### src/include/core_defines.svh
`ifndef CORE_DEFINES_SVH
`define CORE_DEFINES_SVH

// datapath widths
`define XLEN       32
`define REG_AW     5

// instruction buffer
`define FIFO_DEPTH 8
`define RESET_PC   32'hbfc00000

// primary opcodes
`define OP_SPECIAL 6'h00
`define OP_ADDIU   6'h09
`define OP_ANDI    6'h0c
`define OP_ORI     6'h0d
`define OP_LUI     6'h0f

// funct codes under SPECIAL
`define FN_ADDU    6'h21
`define FN_SUBU    6'h23
`define FN_AND     6'h24
`define FN_OR      6'h25
`define FN_XOR     6'h26
`define FN_SLT     6'h2a

`endif

### src/hdl/core_pkg.sv
`default_nettype none
`include "core_defines.svh"

package core_pkg;

    typedef logic [`XLEN-1:0]   word_t;
    typedef logic [`XLEN-1:0]   inst_t;
    typedef logic [`REG_AW-1:0] reg_addr_t;

    // one code per ALU function, NOP for anything unsupported
    typedef enum logic [2:0] {
        ALU_ADD,
        ALU_SUB,
        ALU_AND,
        ALU_OR,
        ALU_XOR,
        ALU_SLT,
        ALU_LUI,
        ALU_NOP
    } alu_op_e;

endpackage

`default_nettype wire

### src/hdl/issue_ctrl.sv
`default_nettype none
`include "core_defines.svh"

module issue_ctrl
    import core_pkg::*;
(
    input  logic [$clog2(`FIFO_DEPTH):0] count_i,
    input  logic                         master_wen_i,
    input  reg_addr_t                    master_waddr_i,
    input  reg_addr_t                    slave_rs_i,
    input  reg_addr_t                    slave_rt_i,
    output logic                         master_issue_o,
    output logic                         slave_issue_o
);
    localparam int CW = $clog2(`FIFO_DEPTH) + 1;

    logic pair_ready;
    logic master_writes;
    logic no_raw;

    assign master_issue_o = (count_i != '0);
    assign pair_ready     = (count_i >= CW'(2));
    assign master_writes  = master_wen_i && (master_waddr_i != '0);

    // slave may not read what the master is producing this cycle
    assign no_raw = (master_waddr_i != slave_rs_i) && (master_waddr_i != slave_rt_i);

    assign slave_issue_o = master_issue_o
                        && pair_ready
                        && master_writes
                        && no_raw;

endmodule

`default_nettype wire

### config.mk
export PLATFORM = sky130hd
export DESIGN_NAME = issue_ctrl
export DESIGN_NICKNAME = d
export VERILOG_FILES = /design/src/hdl/core_pkg.sv /design/src/hdl/issue_ctrl.sv
export VERILOG_INCLUDE_DIRS = /design/src /design/src/include
export SDC_FILE = /design/constraint.sdc
export NUM_CORES = 1
export LEC_CHECK = 0
export BUFFER_PORTS_ARGS = -buffer_cell sky130_fd_sc_hd__buf_2
export CAP_MARGIN = 20
export CORE_AREA = 2 2 39 41
export DETAILED_ROUTE_END_ITERATION = 7
export DIE_AREA = 0 0 41 43
export SLEW_MARGIN = 20
export SYNTH_ARGS = -nofsm -noshare
export SYNTH_HDL_FRONTEND = slang
export SYNTH_SLANG_ARGS = --single-unit
### constraint.sdc
create_clock -name vclk -period 1.05
set_input_delay 0.1575 -clock vclk [all_inputs]
set_output_delay 0.1575 -clock vclk [all_outputs]
set_load 0.01 [all_outputs]
==> impl_results.md, run 1 <==
* Max Cap Viol at 0
* Final setup margin at -0.168 ns
* Final setup fails at 2
* Multi-input logic area at 151 um^2
* Wirelength per Cell at between 8 and 9 um
* Synth Area per Inst at around 7.4 um^2
* Crit path buffers/inverters at 2
* Unrepaired setup endpoints after global routing: true
* Post-Syn Nets at 39
* First-pass GRT wire length at around 660 um
* Worst path cell trace: buf_2 > or4_4 > nor2_1 > nor4_1 > buf_2
* Clock power share at 0%
* I/O Pins at 22
* Post-route ant nets at 0
* Hpwl dp at 451 um
* Synth Instances at 19
* Worst-path maximum fanout at 2
* Final nets at 68
* Antenna violations before repair at 0
* Drt drc at 0
* Switching Share at a little under two fifths
* Die area at approximately 1800 um^2
* CP max stage delay at roughly 0.5 ns
* Hold buffer count at cts at 0
* WHS Endpoint: master_issue_o
* Actual slew at the worst max-slew pin at 0.209 ns
* Finished Layout Cells at just over 60
* Post-synth cell types at 8
* Minimum clock period at ~1.2 ns
* Largest net degree at the start of global routing at 4
* Final Max Slew Viols at 0
* Internal power at about 0.08 mW
* Std cell rows at 14
* Power per cell area at between 300 and 400 nW/um^2
* Min-delay src: count_i[0]
* CP arrival at around 1.1 ns
* Final WL at about 540 um
* Dpl ws at -0.184 ns
* Required time of the critical path at just under 0.9 ns
* Layout cells sized above 1 at 63.0%
* Seq cells at 0
* Most frequent cell on the critical path: buf_2
* Failing checks: setup timing
* Gpl congestion at 0.654
* Crit path capture type: output port
* Critical Path Slowest Stage Cell: or4_4
* Number of iterations in the first detailed-routing pass at 3
* GR Util All Layers at approximately 4.9%
* Reg area at 0 um^2
* Vias in the first global route at 180
* Filler Cell Count at 155
* DIE HEIGHT at about 43 um
* Sequential Power Share at 0%
* Switching power at 0.0474 mW
* Post-synthesis cell area at 140 um^2
* Via/cell ratio at between 3 and 4
* VDD IR max at roughly 0.00010 V
* Comb power frac at 100.0%
* CP Launch Type: input pin
* Fmax achieved at about 0.82 GHz
* I/O Buffers at 22
* Initial Util at between 10% and 20%
* CORE AREA at approximately 1400 um^2
* Ys Warns at 0
* Initial DRC count at 1
* DP Cell Count at 61
* Setup Crit Path Kind: input pin to output port
* Diode count at 0
* Routed via count at ~230
* Status: finished with violations
* Final hold viol count at 0
* HP Class: input pin to output port
* Die Width at ~41 um
* Worst hold path cell count at 3
* LEAKAGE at 0.163 nW
* Slew HR at between 80% and 90%
* Gr ovfl total at 0
* CP top delay family: simple AND/OR/NAND/NOR gates
* Crit share post-route at 116%
* Clock buffer count in the final layout at 0
* Seq/Total Area, Yosys at 0%
* Core Util, Final at between 20% and 30%
* Area Overhead vs Synth at 142%
==> cell type report <==
type	count	area share [%]
multi-input combinational	19	44.6
tap	16	5.90
timing repair buffer	27	49.4
==> per-layer routing <==
metal	part of all wire, %	up-vias	global-route usage, %
met5	0	-	0
met1	41	90	8.23
met2	46	14	6.88
li1	-	124	-
met3	13	0	0.524
met4	0	0	0
==> how the worst max path moves through the flow <==
stage | from | end | slack [ns] | depth (start not counted)
3_5_place_dp | master_waddr_i[1] | slave_issue_o | -0.18 | 5
2_1_floorplan | master_waddr_i[1] | slave_issue_o | 0.06 | 3
5_1_grt | master_waddr_i[2] | slave_issue_o | -0.22 | 7
6_report | master_waddr_i[1] | slave_issue_o | -0.17 | 5
4_1_cts | master_waddr_i[2] | slave_issue_o | -0.18 | 5
3_3_place_gp | master_waddr_i[1] | slave_issue_o | -0.18 | 7
==> cell usage after synthesis <==
cell type	count	area, um^2
xnor2_1	6	52.6
xor2_1	4	35.0
nand3_1	2	10.0
nor3_1	2	10.0
or4_1	2	15.0
nor2_1	1	3.75
nor4_1	1	6.26
o31ai_1	1	7.51
==> what timing repair did <==
item,4_1_cts,5_1_grt
pin swaps,4,7
resized for setup,1,5
setup buffers,0,1
setup endpoints to repair,2,2
==> power groups by stage <==
| stage | combinational, mW | clock (mW) | sequential, mW |
|---|---|---|---|
| after global placement | 0.109 | 0 | 0 |
| after floorplan | 0.0422 | 0 | 0 |
| final | 0.126 | 0 | 0 |
| after detailed placement | 0.110 | 0 | 0 |
| after CTS | 0.113 | 0 | 0 |
| after global routing | 0.137 | 0 | 0 |
==> layout by cell type, fill, tap and decap left out <==
cell type,synthesis,layout
nand3_1,2,2
xor2_1,4,4
o31ai_1,1,1
or4_1,2,1
xnor2_2,0,1
buf_4,0,3
nor4_1,1,1
nor2_1,1,1
buf_6,0,4
nor3_1,2,2
or4_4,0,1
xnor2_1,6,5
buf_2,0,20
==> per-stage QoR <==
stage | power, mW | instance area (um^2) | TNS [ns] | hold slack, ns
4_1_cts | 0.113 | 307 | -0.181 | 0.584
3_5_place_dp | 0.110 | 300 | -0.192 | 0.584
5_1_grt | 0.137 | 339 | -0.264 | 0.612
2_1_floorplan | 0.0422 | 140 | 0 | 0.427
6_report | 0.126 | 339 | -0.187 | 0.593
3_3_place_gp | 0.109 | 300 | -0.194 | 0.583
==> logic make-up after synthesis <==
group	count (synthesis)	synth area share, %
AOI/OAI and AO/OA	1	5.36
and+or+nand+nor	8	32.1
xor gates and xnor gates	10	62.5
No activity file was read; power rests on OpenSTA's default activity.
==> run 2, diff against run 1 <==
- ABC_AREA: default -> 1
- PLACE_DENSITY: default -> 0.4
==> impl_results.md, run 2 <==
* Drt drc at 0
* Post-synthesis mux area share at 0%
* Final nets at 86
* Global route hottest layer: met2
* Largest net degree at the start of global routing at 5
* Compound-cell area share of the yosys netlist at under 10%
* I/O Buffers at 22
* Gpl congestion at 0.567
* Switching power at 0.0543 mW
* CORE AREA at between 1000 and 1500 um^2
* Crit share post-route at 92.7%
* DP Cell Count at 80
* Sequential Power Share at 0%
* Met3 usage at 0%
* Hold buffer count at cts at 0
* Top cells by area, synth: nand2_1, xnor2_1, nor2_1, inv_1, nand3_1
* Die Width at around 41 um
* Setup Crit Path Kind: input pin to output port
* Number of iterations in the first detailed-routing pass at 2
* Worst-path maximum fanout at 2
* Actual slew at the worst max-slew pin at ~0.13 ns
* Wirelength per Cell at 6.55 um
* Antenna violations before repair at 0
* Max Cap Viol at 0
* Dpl cell area at approximately 320 um^2
* Switching Share at 42.4%
* Final hold viol count at 0
* CP Launch Type: input pin
* Slew HR at between 90 and 100%
* Final Max Slew Viols at 0
* First-pass GRT wire length at approximately 790 um
* Initial Util at 14.0%
* I/O Pins at 22
* Post-synth cell types at 10
* Design area at about 370 um^2
* Post-route ant nets at 0
* Die area at 1760 um^2
* CP max stage delay at between 0.2 and 0.3 ns
* Critical Path Slowest Stage Cell: or2_2
* Final setup TNS at 0 ns
* Power per cell area at ~350 nW/um^2
* Number of post-CTS setup repair buffers at 0
* LEAKAGE at around 0.22 nW
* Diode count at 0
* VDD IR max at between 0.0001 and 0.00015 V
* Final WL at roughly 520 um
* Hpwl dp at just under 500 um
* Vias in the first global route at approximately 240
* Crit path capture type: output port
* Area Overhead vs Synth at 89.0%
* CTS resizes at 0
* Layout cells sized above 1 at 43.8%
* GR Util All Layers at ~5.9%
* Routed via count at 288
* Most frequent cells after synthesis: nand2_1, nor2_1, inv_1, xnor2_1, nand3_1
* Final setup margin at ~0.076 ns
* Global Route met2 Usage at between 10 and 15%
* Clock power share at 0%
* Filler Cell Count at 170
* Initial DRC count at 1
* Crit path buffers/inverters at 2
* HP Class: input pin to output port
* Worst path cell trace: buf_2 > nor2_1 > nand2_1 > or2_2 > buf_2
* Post-Syn Nets at between 60 and 70
* Reg area at 0 um^2
* Gr ovfl total at 0
* Most frequent cell on the critical path: buf_2
* Dominant cell by count in the synthesized netlist: nand2_1
* Minimum clock period at about 1 ns
* Met1 usage at 8.23%
* CP arrival at roughly 0.82 ns
* Finished Layout Cells at 80
* Adder-Cell Fraction of Synth Area at 0%
* CP top delay family: simple AND/OR/NAND/NOR gates
* Dominant cell type by area after synthesis: nand2_1
* Largest family of logic cells by synthesized area: simple AND/OR/NAND/NOR gates
* Clock buffer count in the final layout at 0
* Seq/Total Area, Yosys at 0%
* Post-synthesis xor/xnor area fraction at a little under a quarter
* Final setup fails at 0
* Dpl ws at 0.0420 ns
* Comb power frac at 100.0%
* Via/cell ratio at ~3.6
* Required time of the critical path at around 0.89 ns
* Status: completed
* Synth Instances at 42
* Std cell rows at 14
* Commonest non-fill, non-tap cell in the layout: buf_2
* Most frequent cells in the layout: buf_2, nand2_1, nor2_1
* Seq cells at 0
* Internal power at 0.0737 mW
* Unrepaired setup endpoints after global routing: true
* Fmax achieved at a little over 1 GHz
* Top cell type's share of synthesized area at between 20% and 30%
* DIE HEIGHT at ~43 um
* Post-synthesis cell area at approximately 190 um^2
* Synth Area per Inst at ~4.6 um^2
* Ys Warns at 0
* Simple-gate portion of the synthesized area at around 60%
## run 2: cell types whose count changed after synthesis, sizes merged, moves of 2 or more
| cell | before | now |
|---|---|---|
| xor2 | 4 | 0 |
| nand2 | 0 | 14 |
| or4 | 2 | 0 |
| inv | 0 | 8 |
| nor2 | 1 | 8 |
| or2 | 0 | 2 |
## run 2: cells by family after synthesis
group / after synthesis
compound gates: 1
xor+xnor: 5
buf+inv: 8
simple gates: 28
## run 2: power by group through the flow
| stage | clock [mW] | combinational (mW) | sequential (mW) |
|---|---|---|---|
| floorplan | 0 | 0.0546 | 0 |
| global placement | 0 | 0.112 | 0 |
| detailed placement | 0 | 0.112 | 0 |
| CTS | 0 | 0.112 | 0 |
| global route | 0 | 0.145 | 0 |
| finish | 0 | 0.128 | 0 |
## run 2: final cells by class
type               count  area [um^2]  share of cell area, %
multi-input cells     34          179                   48.8
repair buffers        22          138                   37.5
inverters              8         30.0                   8.19
well taps             16         20.0                   5.46
## run 2: metrics by stage
| step | utilization [%] | power [mW] | hold WS [ns] |
|---|---|---|---|
| 2_1_floorplan | - | 0.0546 | 0.422 |
| 3_3_place_gp | 23.4 | 0.112 | 0.585 |
| 6_report | 26.5 | 0.128 | 0.586 |
| 4_1_cts | 23.4 | 0.112 | 0.589 |
| 3_5_place_dp | 23.4 | 0.112 | 0.587 |
| 5_1_grt | 26.5 | 0.145 | 0.612 |
## run 2: final timing paths
path / end / startpoint / slack, ns / depth (start not counted)
hold / removal: master_issue_o / count_i[0] / 0.59 / 3
setup / recovery: master_issue_o / count_i[3] / 0.08 / 5
## run 2: routing by layer
| metal | routed length (um) | vias to the layer above |
|---|---|---|
| met3 | 52 | 0 |
| li1 | - | 168 |
| met5 | 0 | - |
| met1 | 254 | 107 |
| met2 | 216 | 13 |
| met4 | 0 | 0 |
==> run 3, diff against run 2 <==
- RECOVER_POWER: default -> 100
==> impl_results.md, run 3 (synthesis results as in run 2) <==
* Status: completed
* Initial DRC count at 1
* Reg area at 0 um^2
* DIE HEIGHT at about 43 um
* Largest net degree at the start of global routing at 5
* Design area at 367 um^2
* Post-route ant nets at 0
* Gr ovfl total at 0
* Commonest non-fill, non-tap cell in the layout: buf_2
* I/O Pins at 22
* Final WL at roughly 520 um
* Minimum clock period at a little under 1 ns
* Diode count at 0
* Vias in the first global route at between 200 and 250
* DP Cell Count at 80
* Gpl congestion at roughly 0.57
* Layout cells sized above 1 at a little over two fifths
* Area Overhead vs Synth at 89.0%
* Antenna violations before repair at 0
* VDD IR max at approximately 0.00012 V
* Finished Layout Cells at 80
* Seq cells at 0
* Slew HR at 91.3%
* Required time of the critical path at a little under 0.9 ns
* Number of iterations in the first detailed-routing pass at 2
* Die Width at approximately 41 um
* Routed via count at about 290
* CP Launch Type: input pin
* Worst-path maximum fanout at 4
* Unrepaired setup endpoints after global routing: true
* Hpwl dp at between 400 and 500 um
* Final nets at between 80 and 90
* Dpl cell area at about 320 um^2
* Fmax achieved at just over 1 GHz
* First-pass GRT wire length at a little under 800 um
* LEAKAGE at ~0.22 nW
* I/O Buffers at 22
* CP arrival at between 0.8 and 0.9 ns
* Final hold viol count at 0
* Initial Util at between 10 and 15%
* Power per cell area at 349 nW/um^2
* GR Util All Layers at ~6%
* Std cell rows at 14
* Hold buffer count at cts at 0
* Max Cap Viol at 0
* Core Util, Final at 26.5%
* Crit share post-route at 92.4%
* CORE AREA at roughly 1400 um^2
* Setup Crit Path Kind: input pin to output port
* Via/cell ratio at around 3.6
* Actual slew at the worst max-slew pin at between 0.1 and 0.15 ns
* Crit path capture type: output port
* HP Class: input pin to output port
* Final Max Slew Viols at 0
* Final setup TNS at 0 ns
* Final setup fails at 0
* Clock buffer count in the final layout at 0
* Most frequent cells in the layout: buf_2, nand2_1, nor2_1
* Die area at 1760 um^2
* Drt drc at 0
* Wirelength per Cell at ~6.6 um
-- run 3: cell types whose count changed in the layout (fill, tap and decap cells not counted) --
cell,change
buf_2,-1
clkbuf_2,+1
-- run 3: power by group --
part | switching, mW | internal, mW | leakage, nW
Sequential | 0 | 0 | 0
Clock | 0 | 0 | 0
Combinational | 0.0543 | 0.0737 | 0.218
-- run 3: metal layers --
metal / up-vias / global-route usage [%] / part of all wire [%]
met5: - / 0 / 0
met4: 0 / 0 / 0
met3: 0 / 0 / 9.9
met2: 13 / 10.3 / 41
met1: 107 / 8.23 / 48
li1: 168 / - / -
-- run 3: worst paths after layout --
path	startpoint	endpoint	slack (ns)	depth (start not counted)
worst max-delay path	master_waddr_i[0]	slave_issue_o	0.08	9
worst min-delay path	count_i[0]	master_issue_o	0.59	3
-- run 3: layout make-up --
cell class / instances / area (um^2)
Timing Repair Buffer: 22 / 138
Fill cell: 170 / 1020
Tap cell: 16 / 20.0
Inverter: 8 / 30.0
Multi-Input combinational cell: 34 / 179
-- run 3: through the flow --
step           setup slack [ns]  power [mW]  hold WS (ns)
2_1_floorplan             0.242      0.0546         0.422
3_3_place_gp             0.0567       0.112         0.585
3_5_place_dp             0.0420       0.112         0.587
4_1_cts                  0.0412       0.112         0.589
5_1_grt                -0.00515       0.145         0.617
6_report                 0.0801       0.128         0.590
-- run 3: repair_timing --
action	in CTS	in global routing
resized for setup	0	12
hold endpoints to repair	0	0
buffers inserted	0	0
setup endpoints to repair	0	1
-- run 3: worst max-delay path: stages --
cell     delay (ns)
buf_8          0.10
nand2_2        0.06
inv_2          0.03
nor2_1         0.08
nor2_1         0.05
nand3_1        0.07
nand2_1        0.05
nor2_1         0.09
buf_2          0.13
